### config.mk
export PLATFORM = sky130hd
export DESIGN_NAME = byte_counter
export DESIGN_NICKNAME = d
export VERILOG_FILES = /design/src/hdl/byte_counter.sv
export VERILOG_INCLUDE_DIRS = /design/src /design/src/hdl
export SDC_FILE = /design/constraint.sdc
export NUM_CORES = 1
export LEC_CHECK = 0
export BUFFER_PORTS_ARGS = -buffer_cell sky130_fd_sc_hd__buf_2
export CAP_MARGIN = 30
export CORE_MARGIN = 4
export CORE_UTILIZATION = 40
export CTS_BUF_LIST = sky130_fd_sc_hd__clkbuf_16
export CTS_CLUSTER_DIAMETER = 80
export DETAILED_ROUTE_END_ITERATION = 10
export HOLD_SLACK_MARGIN = 0.06
export PLACE_DENSITY = 0.71
export SLEW_MARGIN = 0
export SYNTH_ARGS = -nofsm -noshare
export SYNTH_HDL_FRONTEND = slang
export SYNTH_SLANG_ARGS = --single-unit
export TNS_END_PERCENT = 5
### constraint.sdc
create_clock -name ftdi_clk -period 3.6 [get_ports ftdi_clk]
set_clock_uncertainty 0.1 [all_clocks]
set_input_delay 0.72 -clock ftdi_clk [delete_from_list [all_inputs] [get_ports ftdi_clk]]
set_output_delay 0.72 -clock ftdi_clk [all_outputs]
set_load 0.03 [all_outputs]
### src/hdl/ftdi_cmd_defines.svh
`ifndef FTDI_CMD_DEFINES_SVH
`define FTDI_CMD_DEFINES_SVH

// Register map, 6-bit addresses from the command header
`define GAIN_ADDR     6'd0
`define SETTINGS_ADDR 6'd1
`define STATUS_ADDR   6'd2  // Read only
`define ADCDATA_ADDR  6'd3  // Streams the sample FIFO
`define ECHO_ADDR     6'd4
`define EXTFREQ_ADDR  6'd5  // Read only, snapshot at read start
`define PHASE_ADDR    6'd9
`define SAMPLES_ADDR  6'd16
`define OFFSET_ADDR   6'd26

// Natural sizes in bytes, used when the length field is zero
`define EXTFREQ_LEN 16'd4
`define PHASE_LEN   16'd2
`define SAMPLES_LEN 16'd4
`define OFFSET_LEN  16'd4

// Datapath widths
`define ADDR_W  6
`define BYTE_W  8
`define LEN_W   16
`define WORD_W  32
`define PHASE_W 9

// Settings register bit positions
`define SET_RESET_BIT    0  // Soft reset
`define SET_HILOW_BIT    1  // Amplifier hilo
`define SET_TRIGMODE_BIT 2  // Trigger polarity
`define SET_ARM_BIT      3
`define SET_PLLRST_BIT   4  // Stored, no output on this board
`define SET_TRIGWAIT_BIT 5  // Wait for inactive trigger before arming
`define SET_ADCCLK_BIT   6  // ADC clock source
`define SET_TRIGSRC_BIT  7  // 1 internal, 0 external

`endif

### src/hdl/byte_counter.sv
`timescale 1ns/1ps
`include "ftdi_cmd_defines.svh"
`default_nettype none

module byte_counter (
	input  wire logic              ftdi_clk,
	input  wire logic              reset,
	input  wire logic              load_i,
	input  wire logic [`LEN_W-1:0] len_i,
	input  wire logic              step_i,
	output logic [8:0]             idx_o,
	output logic                   last_o
);

	logic [`LEN_W-1:0] remain_q;  // Bytes left including the current one
	logic [8:0]        idx_q;

	// Byte lane index for the registers
	// Saturates, lanes that far out read zero anyway
	always_ff @(posedge ftdi_clk or posedge reset) begin
		if (reset) begin
			remain_q <= '0;
			idx_q    <= '0;
		end else if (load_i) begin
			remain_q <= len_i;
			idx_q    <= '0;
		end else if (step_i) begin
			if (remain_q != '0) remain_q <= remain_q - 1'b1;
			if (idx_q != '1) idx_q <= idx_q + 1'b1;
		end
	end

	assign idx_o  = idx_q;
	assign last_o = remain_q <= 16'd1;  // Tracks the full 16-bit length

endmodule

`default_nettype wire

## After elaboration in Yosys (flattened, before gate mapping)

Cells that the tools add are included.
W data, S select, Z words.

- Add/subtract/negate cells: 2
- Reductions and logical operators: 6
- Multiplexer cells: 6
- $lt $le $gt $ge: 1
- Equality and inequality tests: 1

Operators by type and width:

| operator | count |
|---|---|
| $mux W16 | 3 |
| $mux W9 | 3 |
| $le A16 B1 Y1 const B | 1 |
| $reduce_bool A16 Y1 | 1 |
| $sub A16 B1 Y16 const B | 1 |
| $add A9 B1 Y9 const B | 1 |
| $ne A9 B9 Y1 const B | 1 |
| $reduce_bool A2 Y1 | 3 |
| $reduce_and A2 Y1 | 2 |

- Register bits: 25
- Input port bits: 20
- Logic and storage cells: 18
- Output and inout bits: 10

## Logic depth before layout (Yosys ltp)

Gate-level depths: netlist (run 1).

- Depth after elaboration: 4
- Depth in mapped cells: 9
- Mapped depth without buffers: 8

## Worst setup path before layout (run 1)

No wires, ideal clock.

- Path kind: register to output
- From: register remain_q[9]
- To: output last_o
- Path buffers: 0
- Data arrival time: 1.701 ns
- Setup slack: 1.079 ns
- Stages on the path, launching flop included: 4
- Cells stage by stage: dfrtp_1 nor4_1 nand4_1 nor2_1

- Cells in the longest elaborated chain, start to end: 1

RTL lines:

| item | RTL line | RTL |
|---|---|---|
| start, declared | byte_counter.sv:15 | `` logic [`LEN_W-1:0] remain_q; `` |
| start signal, assigned | byte_counter.sv:25 | `remain_q <= len_i;` |
| start signal, assigned | byte_counter.sv:28 | `if (remain_q != '0) remain_q <= remain_q - 1'b1;` |
| $le A16 B1 Y1 | byte_counter.sv:34 | `assign last_o = remain_q <= 16'd1;` |
| end, declared | byte_counter.sv:12 | `output logic last_o` |

Every way passes these cells.

## Worst setup path in the final report (run 1)

- From: register remain_q[6]
- To: output last_o

Same word-level chain as after synthesis.

==> results.json, run 1 <==
{
  "die_area_sq_mm": 0.004925,
  "synth_cells": 172,
  "core_area_sq_mm": 0.003689,
  "rr_worst_depth": 6,
  "syn2layout_area_growth_pct": 19.01,
  "power.density_mw_per_mm2": 376.5,
  "fillers": 388,
  "endpoint_kind": "primary output",
  "relSlewSlack_pct": 54.34,
  "hp-class": "in2async",
  "ioPinCount": 30,
  "first_pass_iters": 4,
  "synth_seq_area_share_pct": 40.45,
  "syn-cell-area_sq_mm": 0.001546,
  "slew_viol_final": 0,
  "finalHoldViolCount": 0,
  "grt_pass1_vias": 1329,
  "wl_per_cell_microns": 13.49,
  "clockBufferDepth": 2,
  "nets": 225,
  "crit-reg2reg-launch": "remain_q[0]$_DFFE_PP0P_",
  "hpwl_mm": 2.542,
  "ant_nets": 0,
  "cts_root_buffer": "clkbuf_16",
  "tns_ps": 0,
  "rsz0062_at_grt": "no",
  "std_cell_rows": 22,
  "routabilityCongestion": 0.8243,
  "antenna_found_initial": 0,
  "cts_resized": 0,
  "fmax_mhz": 388.9,
  "start_util_pct": 41.93,
  "cp.arrival_ps": 1750,
  "min_period_over_period_pct": 71.43,
  "grt_max_degree": 40,
  "path_class": "reg2out",
  "yosysWarnings": 0,
  "overflow": 0,
  "htreeDepth": 1,
  "fin_crit_ps": 2572,
  "async_flop_share_pct": 100.0,
  "drc_errors": 0,
  "clkTransAtPathRegs_ps": 60,
  "vias": 1347,
  "synth_ff_type": "dfrtp_1",
  "fin_area_sq_mm": 0.001841,
  "first_iter_violations": 24,
  "ir_worst_vdd_uv": 195.3,
  "syn-num-nets": 196,
  "post-route-util_pct": 49.90,
  "setup_viol": 0,
  "critical_path.max_fanout": 8,
  "cap_violations": 0,
  "viasPerCell": 5.431,
  "power_uw": 693.0,
  "dpl-instance-area_sq_mm": 0.001762,
  "die_h_microns": 70.18,
  "wl_mm": 3.345,
  "p_leak_uw": 0.0008433,
  "grt_util_all_layers_pct": 14.85,
  "cts_setup_buffers": 0,
  "hold_buffers": 0,
  "synth_cell_types": 39,
  "antenna_cells": 0,
  "cp-startpoint": "remain_q[6]$_DFFE_PP0P_",
  "tightest_slew_ps": 683.4,
  "cts_tree": "yes",
  "outcome": "completed",
  "ys_ff_latch": 25,
  "avgSynthCellArea_sq_um": 8.991,
  "grt_pass1_wl_mm": 6.044,
  "drive_gt1_share_pct": 19.00,
  "worst_setup_path_start_kind": "register",
  "numCtsBuffers": 3,
  "clkSinkCount": 25,
  "cp.required_ps": 2780,
  "port_buffers": 29,
  "die_w_microns": 70.18,
  "synth_edf_count": 0,
  "worst_skew_pair.late_latency_ps": 260
}
## placed cells by master, fill, tap and decap left out, types with 3 or more instances in the layout
| cell type | n |
|---|---|
| nand3_1 | 5 |
| xnor2_1 | 3 |
| xor2_1 | 6 |
| o21ai_0 | 7 |
| buf_2 | 29 |
| nand2_1 | 14 |
| ha_1 | 4 |
| or3_1 | 3 |
| nor2_1 | 23 |
| or4_1 | 5 |
| nor4_1 | 5 |
| nor3_1 | 7 |
| nand4_1 | 6 |
| inv_1 | 8 |
| a21oi_1 | 5 |
| dfrtp_1 | 25 |
| a311o_1 | 3 |
| clkbuf_16 | 3 |
| and3_1 | 4 |
| or4b_1 | 3 |
| mux2i_1 | 5 |
## state kept, by name, summed over array words and instances (netlist names)
signal,count
remain_q,16
idx_o,9
## critical path, stage by stage (launching register included)
cell	delay, ps
dfrtp_1	440
nor3_1	420
nand4_1	230
nor2_1	170
buf_2	210
## final cells by class
cell class              count  area, sq um  area share [%]
multi-input cells         132        862.1           46.84
clock buffers               3        75.07           4.079
flip-flops and latches     25        625.6           33.99
inverters                   7        26.28           1.428
repair buffers             32        187.7           10.20
clock inverters             1        3.754          0.2039
well taps                  48        60.06           3.263
## worst paths after layout
kind | to | slack [ps]
max in group asynchronous | idx_o[0]$_DFFE_PP0P_ | 2630
worst max-delay path | last_o | 1030
worst min register to register | idx_o[5]$_DFFE_PP0P_ | 470
min in group ftdi_clk | idx_o[5]$_DFFE_PP0P_ | 470
worst max register to register | remain_q[3]$_DFFE_PP0P_ | 1150
worst min-delay path | remain_q[12]$_DFFE_PP0P_ | 340
## metrics by stage
step	worst slack, ps	hold slack, ps	cells
finish	1028	343.5	248
global route	915.1	375.2	248
CTS	1024	358.9	248
detailed placement	1060	455.8	244
global placement	1083	441.3	243
floorplan	1079	416.5	172
## where the power goes
| group | switching, uW | internal [uW] |
|---|---|---|
| sequential | 26.5 | 302 |
| clock | 100 | 149 |
| combinational | 64.9 | 50.8 |
## cells in the mapped netlist (3+ instances only)
cell | count | share of area (%)
xnor2_1 | 3 | 1.7
or4b_1 | 3 | 1.9
a21oi_1 | 5 | 1.6
a311o_1 | 3 | 1.9
nand3_1 | 5 | 1.6
nor4_1 | 5 | 2.0
clkbuf_1 | 6 | 1.5
xor2_1 | 6 | 3.4
nor2_1 | 23 | 5.6
nand4_1 | 6 | 2.4
and3_1 | 4 | 1.6
dfrtp_1 | 25 | 40
mux2i_1 | 5 | 3.2
inv_1 | 7 | 1.7
nand2_1 | 14 | 3.4
or3_1 | 3 | 1.2
o21ai_0 | 7 | 2.3
nor3_1 | 7 | 2.3
ha_1 | 4 | 3.2
or4_1 | 5 | 2.4
## cell families (layout without fill, tap and decap cells)
| kind of cell | count (synthesis) | in the layout | share of synthesized area (%) |
|---|---|---|---|
| flops | 25 | 25 | 40.45 |
| mux | 5 | 5 | 3.236 |
| compound gates | 31 | 31 | 15.45 |
| buf+inv | 15 | 43 | 3.803 |
| simple gates | 83 | 83 | 28.72 |
| fa+ha+maj | 4 | 4 | 3.236 |
| xor+xnor | 9 | 9 | 5.097 |
## routing by layer
metal / wire length (microns) / track usage (%) / vias to the layer above / share of wire, %
met1: 1603 / 19.48 / 635 / 48
met5: 0 / 0 / - / 0
li1: - / - / 688 / -
met2: 1578 / 24.55 / 19 / 47
met3: 108 / 2.158 / 5 / 3.2
met4: 55 / 5.745 / 0 / 1.6
No activity file was read; power rests on OpenSTA's default activity.
==> run 2: changes to the inputs <==
==> constraint.sdc (replaced) <==
create_clock -name ftdi_clk -period 2.6 [get_ports ftdi_clk]
set_clock_uncertainty 0.1 [all_clocks]
set_input_delay 0.52 -clock ftdi_clk [delete_from_list [all_inputs] [get_ports ftdi_clk]]
set_output_delay 0.52 -clock ftdi_clk [all_outputs]
set_load 0.03 [all_outputs]
==> results.json, run 2 (synthesis gave the netlist of run 1 again) <==
{
  "outcome": "completed",
  "top_layer": "met4",
  "hold_buffers": 0,
  "numCtsBuffers": 3,
  "crit_chain": "nor3_1 > nand4_1 > nor2_1 > buf_2",
  "antenna_cells": 0,
  "cp_num_buf_inv": 1,
  "hold_ws_ps": 199.2,
  "first_pass_iters": 4,
  "cts_setup_buffers": 0,
  "ant_nets": 0,
  "wl_per_cell_microns": 14.06,
  "min_period_over_period_pct": 94.96,
  "power_uw": 965.9,
  "slowest_stage": "nor3_1",
  "port_buffers": 29,
  "die_w_microns": 70.18,
  "clkSinkCount": 25,
  "viasPerCell": 5.623,
  "tns_ps": 0,
  "critPathMaxStageDelay_ps": 490,
  "cp.arrival_ps": 1850,
  "start_util_pct": 41.93,
  "cp-startpoint": "remain_q[6]$_DFFE_PP0P_",
  "cts_tree": "yes",
  "slew_viol_final": 0,
  "finalHoldViolCount": 0,
  "setup_viol": 0,
  "first_iter_violations": 66,
  "htreeDepth": 1,
  "antenna_found_initial": 0,
  "wl_met2_mm": 1.685,
  "worst_skew_pair.late_latency_ps": 260,
  "dp_cells": 248,
  "clockBufferDepth": 2,
  "largest_reg_flops": 16,
  "cp.required_ps": 1980,
  "crit-reg2reg-launch": "remain_q[0]$_DFFE_PP0P_",
  "drc_errors": 0,
  "die_h_microns": 70.18,
  "grt_pass1_wl_mm": 5.858,
  "die_area_sq_mm": 0.004925,
  "syn2layout_area_growth_pct": 19.74,
  "grt_max_degree": 29,
  "drive_gt1_share_pct": 21.08,
  "final_cell_mix": "buf_2 (29), dfrtp_1 (25), nor2_1 (23), nand2_1 (14)",
  "ioPinCount": 30,
  "cts_root_buffer": "clkbuf_16",
  "layout_commonest_cell": "buf_2",
  "nets": 229,
  "endpoint_kind": "primary output",
  "power.density_mw_per_mm2": 521.6,
  "dp_slack_ps": 163.9,
  "tightest_slew_ps": 546.0,
  "routabilityCongestion": 0.8828,
  "rsz0062_at_grt": "no",
  "p_leak_uw": 0.0008522,
  "std_cell_rows": 22,
  "core_area_sq_mm": 0.003689,
  "worst_setup_path_start_kind": "register",
  "fillers": 368,
  "fmax_mhz": 405.0,
  "clkTransAtPathRegs_ps": 60,
  "fin_ws_ps": 130.9,
  "hpwl_mm": 2.554,
  "hp-class": "in2async",
  "fin_crit_ps": 2469,
  "critical_path.max_fanout": 8,
  "grt_pass1_vias": 1301,
  "finalNonFillerCells": 252,
  "ir_worst_vdd_uv": 338.1,
  "r2r_slack_ps": 140,
  "cap_violations": 0,
  "vias": 1417,
  "path_class": "reg2out",
  "cts_resized": 0,
  "regMostFlops": "remain_q",
  "wl_mm": 3.544,
  "grt_util_all_layers_pct": 14.59,
  "relSlewSlack_pct": 63.32,
  "crit_family": "simple AND/OR/NAND/NOR gates",
  "overflow": 0,
  "drt-met1-wl_mm": 1.662,
  "wl_met3_microns": 139
}
-- run 2: changes by cell type in the layout (fill, tap and decap cells not counted) --
| cell | change |
|---|---|
| buf_4 | +5 |
| buf_16 | -1 |
| inv_1 | -1 |
| clkinv_2 | +1 |
-- run 2: area by class of cell --
class / count / area (sq um) / area share [%]
Inverter: 7 / 26.28 / 1.419
Timing Repair Buffer: 36 / 197.7 / 10.68
Multi-Input combinational cell: 132 / 862.1 / 46.55
Tap cell: 48 / 60.06 / 3.243
Clock inverter: 1 / 5.005 / 0.2703
Clock buffer: 3 / 75.07 / 4.054
Sequential cell: 25 / 625.6 / 33.78
-- run 2: tightest hold or removal path: cells and delay by family --
family / cells / cell delay [ps]
buf+inv: 3 / 430
-- run 2: path summary, 6_finish.rpt --
kind                                           endpoint  cells past startpoint
min in group ftdi_clk           remain_q[5]$_DFFE_PP0P_                      2
worst max register to register  remain_q[3]$_DFFE_PP0P_                      6
max in group asynchronous          idx_o[3]$_DFFE_PP0P_                      3
worst min register to register  remain_q[1]$_DFFE_PP0P_                      1
worst max-delay path                             last_o                      4
worst min-delay path               idx_o[5]$_DFFE_PP0P_                      3
-- run 2: routing by layer --
layer,vias up,track usage [%]
met3,5,2.158
met4,0,6.596
met5,-,0
li1,701,-
met1,677,18.19
met2,34,24.76
-- run 2: through the flow --
step                instance area, sq um  util, %
floorplan                           1546        -
global placement                    1772    48.03
detailed placement                  1772    48.03
CTS                                 1852    50.20
global route                        1852    50.20
finish                              1852    50.20
-- run 2: power breakdown --
part / internal (uW) / switching (uW) / leakage [uW] / total (uW)
logic: 71.8 / 93.5 / 0.000498 / 165
clock network: 207 / 137 / 0.0000409 / 345
registers: 418 / 37.9 / 0.000313 / 456
==> run 3: changes to the inputs <==
--- a/config.mk
+++ b/config.mk
@@ -14,7 +14,6 @@
 export CTS_CLUSTER_DIAMETER = 80
 export DETAILED_ROUTE_END_ITERATION = 10
 export HOLD_SLACK_MARGIN = 0.06
-export PLACE_DENSITY = 0.71
 export SLEW_MARGIN = 0
 export SYNTH_ARGS = -nofsm -noshare
 export SYNTH_HDL_FRONTEND = slang
==> results.json, run 3 (synthesis gave the netlist of run 1 again) <==
{
  "outcome": "completed",
  "cp.arrival_ps": 2490,
  "numCtsBuffers": 3,
  "cts_resized": 0,
  "htreeDepth": 1,
  "antenna_cells": 0,
  "fillers": 375,
  "worst_skew_pair.late_latency_ps": 260,
  "switching_share_pct": 28.32,
  "grt_pass1_wl_mm": 6.699,
  "cp_num_buf_inv": 1,
  "rr_worst_depth": 6,
  "slowest_stage": "or4_4",
  "cp.depth": 6,
  "wl_mm": 3.719,
  "wl_per_cell_microns": 14.82,
  "ant_nets": 0,
  "tightest_slew_ps": 431.7,
  "pwr-share-clk_pct": 35.9,
  "r2r_slack_ps": 160,
  "largest_reg_flops": 16,
  "power.density_mw_per_mm2": 525.0,
  "clkTransAtPathRegs_ps": 70,
  "fmax_mhz": 410.3,
  "overflow": 0,
  "min_period_over_period_pct": 93.74,
  "cts_tree": "yes",
  "vias": 1394,
  "p_leak_uw": 0.0008492,
  "cap_violations": 0,
  "ioPinCount": 30,
  "first_iter_violations": 96,
  "first_pass_iters": 5,
  "fin_area_sq_mm": 0.001843,
  "drc_errors": 0,
  "rsz0062_at_grt": "no",
  "routabilityCongestion": 0.8836,
  "crit-reg2reg-launch": "remain_q[0]$_DFFE_PP0P_",
  "p_seq_share_pct": 47.2,
  "clkSinkCount": 25,
  "final_cell_mix": "buf_2 (29), dfrtp_1 (25), nor2_1 (23), nand2_1 (14), inv_1 (8)",
  "ir_worst_vdd_uv": 382.4,
  "critical_path.max_fanout": 5,
  "die_h_microns": 70.18,
  "worst_setup_path_start_kind": "register",
  "grt_max_degree": 26,
  "tns_ps": 0,
  "path_class": "reg2reg",
  "antenna_found_initial": 0,
  "die_w_microns": 70.18,
  "die_area_sq_mm": 0.004925,
  "setup_viol": 0,
  "drive_gt1_share_pct": 20.20,
  "finalHoldViolCount": 0,
  "crit_chain": "inv_1 > ha_1 > or4b_1 > or4_4 > and3_1 > a211o_1",
  "cts_setup_buffers": 0,
  "start_util_pct": 41.93,
  "viasPerCell": 5.554,
  "p_switching_uw": 274.0,
  "grt_pass1_vias": 1455,
  "critPathMaxStageDelay_ps": 570,
  "nets": 228,
  "hold_buffers": 0,
  "dpl-instance-area_sq_mm": 0.001764,
  "slew_viol_final": 0,
  "syn2layout_area_growth_pct": 19.17,
  "endpoint_kind": "register",
  "cp.required_ps": 2650,
  "cts_root_buffer": "clkbuf_16",
  "combPwrFrac_pct": 16.9,
  "internal_power_uw": 693.6,
  "r2r_end": "remain_q[3]$_DFFE_PP0P_",
  "crit_family": "simple AND/OR/NAND/NOR gates",
  "std_cell_rows": 22,
  "hpwl_mm": 2.730,
  "relSlewSlack_pct": 71.00,
  "hp-class": "in2async",
  "port_buffers": 29,
  "grt_util_all_layers_pct": 16.51,
  "layout_commonest_cell": "buf_2",
  "regMostFlops": "remain_q",
  "core_area_sq_mm": 0.003689,
  "clockBufferDepth": 2,
  "fin_crit_ps": 2437
}
==> run 3: how the worst max path moves through the flow <==
| stage | endpoint | from | slack [ps] |
|---|---|---|---|
| 2_1_floorplan | last_o | remain_q[9]$_DFFE_PP0P_ | 280 |
| 3_3_place_gp | remain_q[3]$_DFFE_PP0P_ | remain_q[0]$_DFFE_PP0P_ | 240 |
| 3_5_place_dp | remain_q[3]$_DFFE_PP0P_ | remain_q[0]$_DFFE_PP0P_ | 170 |
| 4_1_cts | remain_q[3]$_DFFE_PP0P_ | remain_q[0]$_DFFE_PP0P_ | 160 |
| 5_1_grt | remain_q[3]$_DFFE_PP0P_ | remain_q[0]$_DFFE_PP0P_ | 40 |
| 6_report | remain_q[3]$_DFFE_PP0P_ | remain_q[0]$_DFFE_PP0P_ | 160 |
==> run 3: power by group through the flow <==
stage / Combinational (uW) / Clock (uW) / Sequential, uW
after detailed placement: 165 / 0 / 463
after floorplan: 111 / 0 / 458
final: 163 / 347 / 457
after global routing: 185 / 370 / 462
after CTS: 166 / 351 / 456
after global placement: 159 / 0 / 460
==> run 3: cell type report <==
class / count / area (sq um) / area share, %
clock inverter: 1 / 3.754 / 0.2037
multi-input combinational: 132 / 862.1 / 46.78
clock buffer: 3 / 75.07 / 4.073
inverter: 7 / 26.28 / 1.426
sequential: 25 / 625.6 / 33.94
tap: 48 / 60.06 / 3.259
timing repair buffer: 35 / 190.2 / 10.32
==> run 3: layer usage <==
metal | GRT usage, % | share of wire [%]
met3 | 3.597 | 3.6
met2 | 27.49 | 48
met4 | 5.957 | 1.7
met5 | 0 | 0
met1 | 20.91 | 47
==> run 3: per-stage QoR <==
stage | worst slack [ps] | instances | power (uW) | util (%) | hold slack [ps]
floorplan | 278.7 | 172 | 569.5 | - | 416.5
global placement | 235.4 | 247 | 619.1 | 47.83 | 430.9
detailed placement | 165.7 | 247 | 627.7 | 47.83 | 446.2
CTS | 159.4 | 251 | 972.9 | 49.97 | 213.8
global route | 35.16 | 251 | 1018 | 49.97 | 242.8
finish | 162.9 | 251 | 967.6 | 49.97 | 196.9
==> run 3: tightest hold or removal path, stage by stage <==
cell   delay (ps)
buf_2          90
inv_1          40
buf_4         310
