--- src/hdl/ftdi_cmd_defines.svh ---
`ifndef FTDI_CMD_DEFINES_SVH
`define FTDI_CMD_DEFINES_SVH

// Register map, 6-bit addresses from the command header
`define GAIN_ADDR     6'd0
`define SETTINGS_ADDR 6'd1
`define STATUS_ADDR   6'd2  // Read only
`define ADCDATA_ADDR  6'd3  // Streams the sample FIFO
`define ECHO_ADDR     6'd4
`define EXTFREQ_ADDR  6'd5  // Read only, snapshot at read start
`define PHASE_ADDR    6'd9
`define SAMPLES_ADDR  6'd16
`define OFFSET_ADDR   6'd26

// Natural sizes in bytes, used when the length field is zero
`define EXTFREQ_LEN 16'd4
`define PHASE_LEN   16'd2
`define SAMPLES_LEN 16'd4
`define OFFSET_LEN  16'd4

// Datapath widths
`define ADDR_W  6
`define BYTE_W  8
`define LEN_W   16
`define WORD_W  32
`define PHASE_W 9

// Settings register bit positions
`define SET_RESET_BIT    0  // Soft reset
`define SET_HILOW_BIT    1  // Amplifier hilo
`define SET_TRIGMODE_BIT 2  // Trigger polarity
`define SET_ARM_BIT      3
`define SET_PLLRST_BIT   4  // Stored, no output on this board
`define SET_TRIGWAIT_BIT 5  // Wait for inactive trigger before arming
`define SET_ADCCLK_BIT   6  // ADC clock source
`define SET_TRIGSRC_BIT  7  // 1 internal, 0 external

`endif

--- src/hdl/ftdi_cmd_pkg.sv ---
`include "ftdi_cmd_defines.svh"
`default_nettype none

package ftdi_cmd_pkg;

	// First byte of every command
	typedef struct packed {
		logic              valid;  // Bit 7, clear means drop
		logic              write;  // Bit 6, 1 write / 0 read
		logic [`ADDR_W-1:0] addr;
	} cmd_hdr_t;

	typedef enum logic [3:0] {
		IDLE,
		HDR,
		LEN_LSB,
		LEN_MSB,
		WR_WAIT,   // Data bytes from host
		RD_SEND,   // Register bytes to host
		ADC_REQ,   // Pop a sample
		ADC_SEND   // Send the popped sample
	} cmd_state_e;

	// One register access, byte at a time
	typedef struct packed {
		logic               wr_en;
		logic               rd_start;
		logic [`ADDR_W-1:0] addr;
		logic [8:0]         byte_idx;
		logic [`BYTE_W-1:0] wdata;
	} reg_access_t;

	// Settings byte, MSB first
	typedef struct packed {
		logic trig_src;
		logic adc_clk_src;
		logic trig_wait;
		logic pll_rst;
		logic arm;
		logic trig_mode;
		logic hilow;
		logic soft_reset;
	} settings_t;

	typedef struct packed {
		logic               arm;
		logic               mode;
		logic               trig_wait;
		logic               source;
		logic [`WORD_W-1:0] offset;  // Trigger to capture start, clocks
	} trig_ctrl_t;

	typedef struct packed {
		logic [`PHASE_W-1:0] value;
		logic                load;  // One-cycle strobe
	} phase_ctrl_t;

	// Length used when the host sends zero
	function automatic logic [`LEN_W-1:0] natural_len(input logic [`ADDR_W-1:0] addr);
		case (addr)
			`EXTFREQ_ADDR: natural_len = `EXTFREQ_LEN;
			`PHASE_ADDR:   natural_len = `PHASE_LEN;
			`SAMPLES_ADDR: natural_len = `SAMPLES_LEN;
			`OFFSET_ADDR:  natural_len = `OFFSET_LEN;
			default:       natural_len = 16'd1;  // Single byte or unknown
		endcase
	endfunction

endpackage

`default_nettype wire

--- src/hdl/cmd_fsm.sv ---
`timescale 1ns/1ps
`include "ftdi_cmd_defines.svh"
`default_nettype none

module cmd_fsm (
	input  wire logic                       ftdi_clk,
	input  wire logic                       reset,
	input  wire logic                       rxf_i,
	input  wire logic                       txe_i,
	input  wire logic [`BYTE_W-1:0]         din_i,
	output logic                            rd_o,
	output logic                            wr_o,
	output logic                            isout_o,
	output logic [`BYTE_W-1:0]              dout_o,
	input  wire logic                       fifo_empty_i,
	input  wire logic [`BYTE_W-1:0]         fifo_data_i,
	output logic                            fifo_rd_o,
	input  wire logic [8:0]                 byte_idx_i,
	input  wire logic                       last_i,
	output logic                            cnt_load_o,
	output logic                            cnt_step_o,
	output logic [`LEN_W-1:0]               cnt_len_o,
	output ftdi_cmd_pkg::reg_access_t       access_o,
	input  wire logic [`BYTE_W-1:0]         rdata_i
);

	ftdi_cmd_pkg::cmd_state_e state_q;
	ftdi_cmd_pkg::cmd_hdr_t   hdr_q;
	ftdi_cmd_pkg::cmd_hdr_t   hdr_in;   // Header view of din_i
	logic [`BYTE_W-1:0]       len_lsb_q;
	logic [`BYTE_W-1:0]       dout_q;
	logic                     isout_q;
	logic                     pend_q;   // dout_q holds a byte not yet taken
	logic                     rd_want;
	logic                     len_done;
	logic                     is_adc;
	logic [`LEN_W-1:0]        len_raw;
	logic [`LEN_W-1:0]        len_final;

	assign hdr_in = ftdi_cmd_pkg::cmd_hdr_t'(din_i);
	assign is_adc = hdr_q.addr == `ADCDATA_ADDR;

	// Every state that takes a host byte
	assign rd_want = (state_q == ftdi_cmd_pkg::HDR) || (state_q == ftdi_cmd_pkg::LEN_LSB) ||
		(state_q == ftdi_cmd_pkg::LEN_MSB) || (state_q == ftdi_cmd_pkg::WR_WAIT);
	assign rd_o    = rd_want & rxf_i;   // Bridge flow control
	assign wr_o    = pend_q & txe_i;
	assign isout_o = isout_q;
	assign dout_o  = dout_q;

	// Length is little endian, zero picks the natural size
	assign len_raw   = {din_i, len_lsb_q};
	assign len_final = (len_raw == '0) ? ftdi_cmd_pkg::natural_len(hdr_q.addr) : len_raw;
	assign len_done  = (state_q == ftdi_cmd_pkg::LEN_MSB) & rd_o;

	assign cnt_load_o = len_done;
	assign cnt_len_o  = len_final;
	assign cnt_step_o = ((state_q == ftdi_cmd_pkg::WR_WAIT) & rd_o) |
		((state_q == ftdi_cmd_pkg::RD_SEND) & wr_o);

	// Pop only when the bridge could also take a byte
	assign fifo_rd_o = (state_q == ftdi_cmd_pkg::ADC_REQ) & txe_i & ~fifo_empty_i;

	assign access_o = '{
		wr_en:    (state_q == ftdi_cmd_pkg::WR_WAIT) & rd_o,
		rd_start: len_done & ~hdr_q.write,   // Also freezes the frequency snapshot
		addr:     hdr_q.addr,
		byte_idx: byte_idx_i,
		wdata:    din_i
	};

	always_ff @(posedge ftdi_clk or posedge reset) begin
		if (reset) begin
			state_q <= ftdi_cmd_pkg::IDLE;
			hdr_q   <= '0;
			isout_q <= 1'b0;
			pend_q  <= 1'b0;
		end else begin
			case (state_q)
				ftdi_cmd_pkg::IDLE: if (rxf_i) state_q <= ftdi_cmd_pkg::HDR;
				ftdi_cmd_pkg::HDR: begin
					if (rd_o) begin
						hdr_q   <= hdr_in;
						// Bit 7 clear drops the byte
						state_q <= hdr_in.valid ? ftdi_cmd_pkg::LEN_LSB : ftdi_cmd_pkg::IDLE;
					end
				end
				ftdi_cmd_pkg::LEN_LSB: if (rd_o) state_q <= ftdi_cmd_pkg::LEN_MSB;
				ftdi_cmd_pkg::LEN_MSB: begin
					if (rd_o) begin
						if (hdr_q.write) begin
							state_q <= ftdi_cmd_pkg::WR_WAIT;
						end else begin
							isout_q <= 1'b1;  // Turn the bus around
							state_q <= is_adc ? ftdi_cmd_pkg::ADC_REQ : ftdi_cmd_pkg::RD_SEND;
						end
					end
				end
				ftdi_cmd_pkg::WR_WAIT: if (rd_o && last_i) state_q <= ftdi_cmd_pkg::IDLE;
				ftdi_cmd_pkg::RD_SEND: begin
					if (!pend_q) begin
						pend_q <= 1'b1;   // rdata_i loaded this cycle
					end else if (txe_i) begin
						pend_q <= 1'b0;
						if (last_i) begin
							isout_q <= 1'b0;
							state_q <= ftdi_cmd_pkg::IDLE;
						end
					end
				end
				ftdi_cmd_pkg::ADC_REQ: begin
					if (txe_i) begin
						if (fifo_empty_i) begin
							isout_q <= 1'b0;  // Stream drained
							state_q <= ftdi_cmd_pkg::IDLE;
						end else begin
							state_q <= ftdi_cmd_pkg::ADC_SEND;
						end
					end
				end
				ftdi_cmd_pkg::ADC_SEND: begin
					if (!pend_q) begin
						pend_q <= 1'b1;   // Sample valid one cycle after pop
					end else if (txe_i) begin
						pend_q  <= 1'b0;
						state_q <= ftdi_cmd_pkg::ADC_REQ;
					end
				end
				default: state_q <= ftdi_cmd_pkg::IDLE;
			endcase
		end
	end

	always_ff @(posedge ftdi_clk) begin
		if ((state_q == ftdi_cmd_pkg::LEN_LSB) && rd_o) len_lsb_q <= din_i;
		if (!pend_q) begin
			if (state_q == ftdi_cmd_pkg::RD_SEND) dout_q <= rdata_i;
			else if (state_q == ftdi_cmd_pkg::ADC_SEND) dout_q <= fifo_data_i;
		end
	end

endmodule

`default_nettype wire

--- config.mk ---
export PLATFORM = sky130hd
export DESIGN_NAME = cmd_fsm
export DESIGN_NICKNAME = d
export VERILOG_FILES = /design/src/hdl/ftdi_cmd_pkg.sv /design/src/hdl/cmd_fsm.sv
export VERILOG_INCLUDE_DIRS = /design/src /design/src/hdl
export SDC_FILE = /design/constraint.sdc
export NUM_CORES = 1
export LEC_CHECK = 0
export ABC_AREA = 1
export BUFFER_PORTS_ARGS = -buffer_cell sky130_fd_sc_hd__buf_2
export CAP_MARGIN = 5
export CELL_PAD_IN_SITES_DETAIL_PLACEMENT = 2
export CELL_PAD_IN_SITES_GLOBAL_PLACEMENT = 2
export CORE_UTILIZATION = 26
export CTS_BUF_LIST = sky130_fd_sc_hd__clkbuf_4 sky130_fd_sc_hd__clkbuf_8
export CTS_CLUSTER_DIAMETER = 40
export DETAILED_ROUTE_END_ITERATION = 12
export PLACE_DENSITY = 0.95
export SLEW_MARGIN = 15
export SYNTH_ARGS = -nofsm -noshare
export SYNTH_HDL_FRONTEND = slang
export SYNTH_SLANG_ARGS = --single-unit
--- constraint.sdc ---
create_clock -name ftdi_clk -period 4.1 [get_ports ftdi_clk]
set_input_delay 0.205 -clock ftdi_clk [delete_from_list [all_inputs] [get_ports ftdi_clk]]
set_output_delay 0.205 -clock ftdi_clk [all_outputs]
set_load 0.01 [all_outputs]
## After elaboration in Yosys (flattened, before gate mapping)

Cells that the tools add are included.

| word-level totals | value |
|---|---|
| flip-flop bits (word level) | 29 |
| bits in latches | 0 |
| bits in writable memories | 0 |
| bits in read-only memories | 0 |
| input port bits | 39 |
| output and inout bits | 55 |
| word-level logic and storage cells | 89 |
| memories kept | 0 |

| operators by class | value |
|---|---|
| add/sub/neg operators | 0 |
| $mul | 0 |
| divide/modulo/power cells | 0 |
| magnitude comparators | 0 |
| equal/unequal tests | 25 |
| shifts and indexed selects | 0 |
| multiplexer cells | 30 |
| bitwise logic cells | 12 |
| reductions and logical operators | 15 |

Operators by type and width:

| cell | count |
|---|---|
| 4-bit 2-to-1 mux | 11 |
| 4-bit case mux with 8 select lines | 1 |
| 2-bit inequality test (second input constant) | 12 |
| 4-bit by 3-bit equality test with 1-bit output (second input constant) | 4 |
| 16-bit logical NOT | 1 |
| 16-bit 2-to-1 mux | 1 |
| 8-bit 2-to-1 mux | 2 |
| 6-bit by 5-bit equality test with 1-bit output (second input constant) | 2 |
| 11-bit AND reduction | 1 |
| 1-bit 2-to-1 mux | 9 |
| 1-bit AND | 8 |
| 4-bit by 2-bit equality test with 1-bit output (second input constant) | 2 |
| 8-bit AND reduction | 1 |
| 6-bit by 2-bit equality test with 1-bit output (second input constant) | 1 |
| 6-bit by 3-bit equality test with 1-bit output (second input constant) | 1 |
| 6-bit by 4-bit equality test with 1-bit output (second input constant) | 1 |
| 2-bit 2-to-1 mux | 3 |
| 3-bit case mux with 2 select lines | 1 |
| 4-bit by 1-bit equality test with 1-bit output (second input constant) | 1 |
| 4-bit logical NOT | 1 |
| 2-bit AND reduction | 2 |
| 1-bit logical OR | 3 |
| 3-bit 2-to-1 mux | 1 |
| 1-bit inverter | 3 |
| other kinds (8) | 9 |

## Longest topological paths before layout

Gate-level depths: netlist of run 1.

| logic depth | value |
|---|---|
| depth in word-level cells | 8 |
| depth in mapped cells | 11 |

## Worst setup path before layout of run 1

No wires, ideal clock.

| timing path | value |
|---|---|
| path kind | register to register |
| from | register state_q[0] |
| to | register len_lsb_q[0], enable pin |
| setup time | 0.370 ns |
| arrival time | 1.040 ns |
| data required time | 3.730 ns |
| setup slack | 2.690 ns |
| stages on the path, launching flop included | 5 |
| cell sequence | dfrtp_1 -> buf_6 -> inv_2 -> nand3_1 -> nor2_1 |

| between the ends | value |
|---|---|
| word-level cells in the longest chain between the ends | 6 |

Ends and longest elaborated chain:

| element | RTL line | source |
|---|---|---|
| start: declaration | cmd_fsm.sv:27 | `ftdi_cmd_pkg::cmd_state_e state_q;` |
| start signal: assignment | cmd_fsm.sv:74 | `state_q <= ftdi_cmd_pkg::IDLE;` |
| start signal: assignment | cmd_fsm.sv:80 | `ftdi_cmd_pkg::IDLE: if (rxf_i) state_q <= ftdi_cmd_pkg::HDR;` |
| start signal: assignment | cmd_fsm.sv:85 | `state_q <= hdr_in.valid ? ftdi_cmd_pkg::LEN_LSB : ftdi_cmd_pkg::IDLE;` |
| 4-bit by 1-bit equality test with 1-bit output / 4-bit by 2-bit equality test with 1-bit output (equally long branches) | cmd_fsm.sv:44, cmd_fsm.sv:135 |  |
| 1-bit logical OR (2 in a row) | cmd_fsm.sv:44 | `assign rd_want = (state_q == ftdi_cmd_pkg::HDR) \|\| (state_q == ftdi_cmd_pkg::LEN_LSB) \|\|` |
| 1-bit logical OR | cmd_fsm.sv:45 | `(state_q == ftdi_cmd_pkg::LEN_MSB) \|\| (state_q == ftdi_cmd_pkg::WR_WAIT);` |
| 1-bit AND | cmd_fsm.sv:46 | `assign rd_o = rd_want & rxf_i;` |
| 1-bit logical AND (*) | cmd_fsm.sv:135 | `if ((state_q == ftdi_cmd_pkg::LEN_LSB) && rd_o) len_lsb_q <= din_i;` |
| end signal: assignment | cmd_fsm.sv:135 |  |
| end: declaration | cmd_fsm.sv:30 | `` logic [`BYTE_W-1:0] len_lsb_q; `` |

Every way passes the cells marked *; elsewhere a longest branch is shown, timed or not.
A chain may end at the register's enable or synchronous reset.

## Worst setup path in the final report of run 1

| timing path | value |
|---|---|
| from | register state_q[2] |
| to | register len_lsb_q[2], enable pin |

The elaborated chain is that of the path after synthesis.

==> results of run 1 <==
[cell type report]
cell class / instances / share of cell area
flip-flops and latches: 28 / 0.382
clock inverters: 1 / 0.0147
clock buffers: 3 / 0.0202
multi-input cells: 117 / 0.307
well taps: 77 / 0.0472
inverters: 22 / 0.0404
repair buffers: 76 / 0.189
[routing by layer]
metal / GRT usage / wire [um] / part of all wire
met5: 0 / 0 / 0
met4: 0.0549 / 110 / 0.021
met3: 0.0297 / 218 / 0.042
met2: 0.285 / 2780 / 0.54
met1: 0.169 / 2080 / 0.40
[per-stage QoR]
stage | util | cell area, um^2
2_1_floorplan | - | 1740
3_3_place_gp | 0.305 | 1960
3_5_place_dp | 0.305 | 1960
4_1_cts | 0.318 | 2040
5_1_grt | 0.318 | 2040
6_report | 0.318 | 2040
[power groups by stage]
stage / Sequential (W) / Clock [W] / Combinational [W]
floorplan: 0.000432 / 0 / 0.000378
global placement: 0.000460 / 0 / 0.000419
detailed placement: 0.000466 / 0 / 0.000449
CTS: 0.000464 / 0.000234 / 0.000463
global route: 0.000475 / 0.000241 / 0.000511
finish: 0.000462 / 0.000227 / 0.000454
[cell families (layout without fill, tap and decap cells)]
family                 after synthesis  after routing  synth area share
and+or+nand+nor                     89             89             0.243
buffers and inverters               62            102             0.192
DFF                                 28             28             0.448
AOI/OAI and AO/OA                   20             20            0.0653
muxes                                8              8            0.0517
[final timing paths]
path / startpoint / end
setup / recovery: state_q[2] / len_lsb_q[2]
hold / removal: din_i[7] / len_lsb_q[7]
setup reg to reg: state_q[2] / len_lsb_q[2]
hold reg to reg: isout_o / isout_o
max in group asynchronous: reset / access_o[22]
min in group asynchronous: reset / access_o[21]
[critical path: stages, from the launching register on]
cell and delay (ns):
dfrtp_1 0.53, inv_1 0.28, nand3_1 0.19, nor2_1 0.59
[placed cells by master, fill, tap and decap left out, types with 2 or more instances in the layout]
master	instances
nand4_1	4
inv_1	17
nor2_1	23
nor2_4	2
nand2_2	6
nand3_1	9
dfrtp_1	12
nor2_2	4
nand3_2	2
o21ai_1	3
inv_2	5
nor3_1	2
o21ai_0	10
nand2_1	34
clkbuf_8	3
buf_2	75
mux2_2	8
edfxtp_1	16
[state kept, by name, indices dropped and copies added (netlist names)]
signal,count
dout_o,8
len_lsb_q,8
pend_q,1
isout_o,1
hdr_q,1
state_q,3
access_o,6
==> results.sh, run 1 <==
export IMPL_clockBufferDepth=2
export IMPL_detail_route_antenna_nets=0
export IMPL_seqCellArea_um2=781
export IMPL_cts_root_buffer="clkbuf_8"
export IMPL_tightest_slew_ns=0.711
export IMPL_relSlewSlack=0.524
export IMPL_synth_area_leaders="edfxtp_1 (28%), dfrtp_1 (17%), buf_4 (11%)"
export IMPL_final_nets=287
export IMPL_total_power_w=0.00114
export IMPL_drt_wl_total_um=5190
export IMPL_hold_depth=1
export IMPL_r2r_slack_ns=2.16
export IMPL_wl_per_cell_um=16.0
export IMPL_ys_top_cells_by_count="nand2_1 (34), buf_4 (25), nor2_1 (23), inv_1 (17), edfxtp_1 (16)"
export IMPL_hold_worst_slack_ns=0.133
export IMPL_numPortBuffers=75
export IMPL_synthArstFlopShare=0.429
export IMPL_fin_crit_sh=0.473
export IMPL_io_pins=94
export IMPL_mappedNetlistArea_um2=1740
export IMPL_die_h_um=83.9
export IMPL_cts_sinks=28
export IMPL_yosys_area_top_type="edfxtp_1"
export IMPL_cts_clk_slew_worst_paths_ns=0.10
export IMPL_seq_area_frac_synth=0.448
export IMPL_setup_ws_ns=2.16
export IMPL_layout_cells_non_filler=324
export IMPL_cts_buffers=3
export IMPL_synth_cell_types=30
export IMPL_p_comb_frac=0.397
export IMPL_dieArea_um2=7040
export IMPL_yosysMostFrequentCell="nand2_1"
export IMPL_slew_viol_final=0
export IMPL_grt_usage=0.152
export IMPL_multi_input_area_um2=627
export IMPL_crit_type="register to register"
export IMPL_vias_per_cell=4.55
export IMPL_synth_edff_count=16
export IMPL_fin_tns_setup_ns=0
export IMPL_dr_pass1_iters=8
export IMPL_routabilityCongestion=0.814
export IMPL_antenna_found_initial=0
export IMPL_postCtsHoldBufs=1
export IMPL_drtIter0Drc=60
export IMPL_p_leak_nw=1.01
export IMPL_period_minus_slack_ns=1.94
export IMPL_rr_worst_depth=3
export IMPL_fillers=732
export IMPL_power_density_nw_per_um2=559
export IMPL_post_cts_repair_setup_buffers=0
export IMPL_area_growth_pct=17.2
export IMPL_insertion_delay_ns=0.28
export IMPL_power_frac_clock=0.198
export IMPL_internal_power_w=0.000666
export IMPL_syn_nets=246
export IMPL_vdd_ir_drop_max_v=0.000145
export IMPL_violations="DRC"
export IMPL_worst_path_max_fanout=11
export IMPL_coreArea_um2=6420
export IMPL_synthFlopType="edfxtp_1"
export IMPL_gr_total_overflow=0
export IMPL_antenna_cells=0
export IMPL_dp_hpwl_um=4060
export IMPL_grt_max_degree=17
export IMPL_grt_pass1_vias=1673
export IMPL_netlist_instances=207
export IMPL_worst_ep_arrival_time_ns=1.86
export IMPL_synth_top_area_share=0.276
export IMPL_cts_max_level=1
export IMPL_p_sw_w=0.000477
export IMPL_ys_ff_latch=28
export IMPL_cp_end_kind="register"
export IMPL_cts_tree="built"
export IMPL_drive_gt1_frac=0.433
export IMPL_ctsResizeCount=0
export IMPL_place_ws_ns=2.22
export IMPL_cp_required_ns=4.03
export IMPL_rows=29
export IMPL_startpoint_type="register"
export IMPL_syn_area_per_cell_um2=8.42
export IMPL_ys_warnings_count=0
export IMPL_drcViolationCount=4
export IMPL_p_seq_frac=0.404
export IMPL_vias=1473
export IMPL_final_hold_violation_count=0
export IMPL_fmax_ghz=0.516
export IMPL_initial_utilization=0.271
export IMPL_setup_viol=0
export IMPL_grt_pass1_wl_um=8400
export IMPL_cap_viol_max_count=0
export IMPL_hold_class="input port to register"
export IMPL_skew_ns=0.00169
export IMPL_switching_share=0.418
export IMPL_dp_cells=319
export IMPL_rsz0062_at_grt="false"
export IMPL_die_x_um=83.9
export IMPL_outcome="complete, but fails checks"
Power figures use the tool's default switching activity.
==> inputs of run 2 (changes only) <==
CORE_UTILIZATION = 25   (was 26)
PLACE_DENSITY = 0.94   (was 0.95)
clock period = 2 ns   (was 4.1 ns; I/O delays follow)
==> run 2 against run 1 <==
  * The run now ends clean
  * Flip-flop and latch count did not move
  * Die area up 3.9%
  * Clock power grew 47%
  * Non-clock buffer count is 2 higher
  * Routed wire length is 9.1% lower
  * Global-route usage is 1.8 points lower
  * Critical path type is now register to primary output
  * Largest cell class unchanged
  * First-iteration DRC count decreased by 52%
==> results.sh, run 2 (synthesized netlist as in run 1, its figures left out) <==
export IMPL_crit_type="register to primary output"
export IMPL_detail_route_antenna_nets=0
export IMPL_cap_viol_max_count=0
export IMPL_fmax_ghz=0.552
export IMPL_cts_tree="built"
export IMPL_drcViolationCount=0
export IMPL_setup_viol=0
export IMPL_cts_max_level=1
export IMPL_grt_pass1_vias=1632
export IMPL_vdd_ir_drop_max_v=0.000389
export IMPL_slowest_delay_ns=0.59
export IMPL_dieArea_um2=7310
export IMPL_grt_pass1_wl_um=7800
export IMPL_worst_path_max_fanout=10
export IMPL_gr_total_overflow=0
export IMPL_final_hold_violation_count=0
export IMPL_relSlewSlack=0.659
export IMPL_grt_usage=0.134
export IMPL_cts_buffers=3
export IMPL_skew_ns=0.0117
export IMPL_cp_required_ns=1.90
export IMPL_grt_max_degree=16
export IMPL_startpoint_type="register"
export IMPL_p_leak_nw=1.01
export IMPL_fin_tns_setup_ns=0
export IMPL_power_density_nw_per_um2=1070
export IMPL_insertion_delay_ns=0.28
export IMPL_hold_class="input port to register"
export IMPL_cp_end_kind="primary output"
export IMPL_vias_per_cell=4.60
export IMPL_critical_path_cell_chain="nand2_2 -> inv_2 -> nand2_2 -> nor2_4 -> inv_2 -> nor2_2 -> buf_2"
export IMPL_numPortBuffers=75
export IMPL_cts_sinks=28
export IMPL_drive_gt1_frac=0.438
export IMPL_routabilityCongestion=0.925
export IMPL_final_nets=289
export IMPL_outcome="finished clean"
export IMPL_cts_clk_slew_worst_paths_ns=0.10
export IMPL_tightest_slew_ns=0.510
export IMPL_io_pins=94
export IMPL_antenna_cells=0
export IMPL_period_minus_slack_ns=1.81
export IMPL_final_cell_area_um2=2040
export IMPL_rows=30
export IMPL_antenna_found_initial=0
export IMPL_die_h_um=85.5
export IMPL_coreArea_um2=6760
export IMPL_final_common_cell="buf_2"
export IMPL_dr_pass1_iters=4
export IMPL_setup_ws_ns=0.189
export IMPL_initial_utilization=0.258
export IMPL_drt_wl_total_um=4720
export IMPL_cts_root_buffer="clkbuf_8"
export IMPL_die_x_um=85.5
export IMPL_place_area_um2=1980
export IMPL_area_growth_pct=17.0
export IMPL_slew_viol_final=0
export IMPL_vias=1512
export IMPL_slowest_stage="dfrtp_1"
export IMPL_place_ws_ns=0.338
export IMPL_final_cell_mix="buf_2 (75), nand2_1 (34), nor2_1 (23), inv_1 (17), edfxtp_1 (16)"
export IMPL_post_cts_repair_setup_buffers=0
export IMPL_dp_hpwl_um=3950
export IMPL_clockBufferDepth=2
export IMPL_fillers=805
export IMPL_wl_per_cell_um=14.3
export IMPL_rsz0062_at_grt="false"
export IMPL_drtIter0Drc=29
export IMPL_worst_ep_arrival_time_ns=1.71
export IMPL_fin_crit_sh=0.905
## run 2: critical path, delay by kind of cell (launching register included)
kind	cells	cell delay, ns
buffers and inverters	3	0.34
DFF	1	0.59
and+or+nand+nor	4	0.50
## run 2: final timing paths
| check | cells past startpoint | from | slack (ns) | end |
|---|---|---|---|---|
| worst max-delay path | 7 | state_q[0] | 0.19 | access_o[23] |
| worst min-delay path | 1 | din_i[7] | 0.04 | len_lsb_q[7] |
| worst max register to register | 3 | state_q[2] | 0.28 | access_o[19] |
| worst min register to register | 2 | isout_o | 0.48 | isout_o |
| max in group asynchronous | 3 | reset | 1.26 | access_o[20] |
| min in group asynchronous | 3 | reset | 0.38 | state_q[0] |
## run 2: area by class of cell
class | instances | area [um^2] | share of cell area
inverters | 22 | 82.6 | 0.0405
repair buffers | 78 | 400 | 0.196
flip-flops and latches | 28 | 781 | 0.383
clock buffers | 4 | 48.8 | 0.0239
multi-input cells | 117 | 627 | 0.307
well taps | 80 | 100 | 0.0491
## run 2: per-stage QoR
stage / hold slack [ns] / instances / util / power, W
after global routing: 0.0326 / 329 / 0.302 / 0.00237
after floorplan: -0.0353 / 207 / - / 0.00166
after CTS: 0.0382 / 329 / 0.302 / 0.00222
after detailed placement: 0.163 / 324 / 0.293 / 0.00187
after global placement: 0.152 / 324 / 0.293 / 0.00181
final: 0.0394 / 329 / 0.302 / 0.00219
## run 2: report_power, final
| group | switching (W) | internal, W |
|---|---|---|
| Combinational | 0.000574 | 0.000340 |
| Clock | 0.000177 | 0.000157 |
| Sequential | 0.000177 | 0.000762 |
## run 2: layer usage
| layer | track usage | vias up | routed length, um |
|---|---|---|---|
| met2 | 0.259 | 52 | 2520 |
| met1 | 0.159 | 738 | 1960 |
| li1 | - | 720 | - |
| met4 | 0.00909 | 0 | 9 |
| met3 | 0.0250 | 2 | 228 |
| met5 | 0 | - | 0 |
## run 2: timing repair
action                                 CTS  global route
resized for setup                        0             0
hold buffers                             1             0
endpoints found under the hold margin   12             0
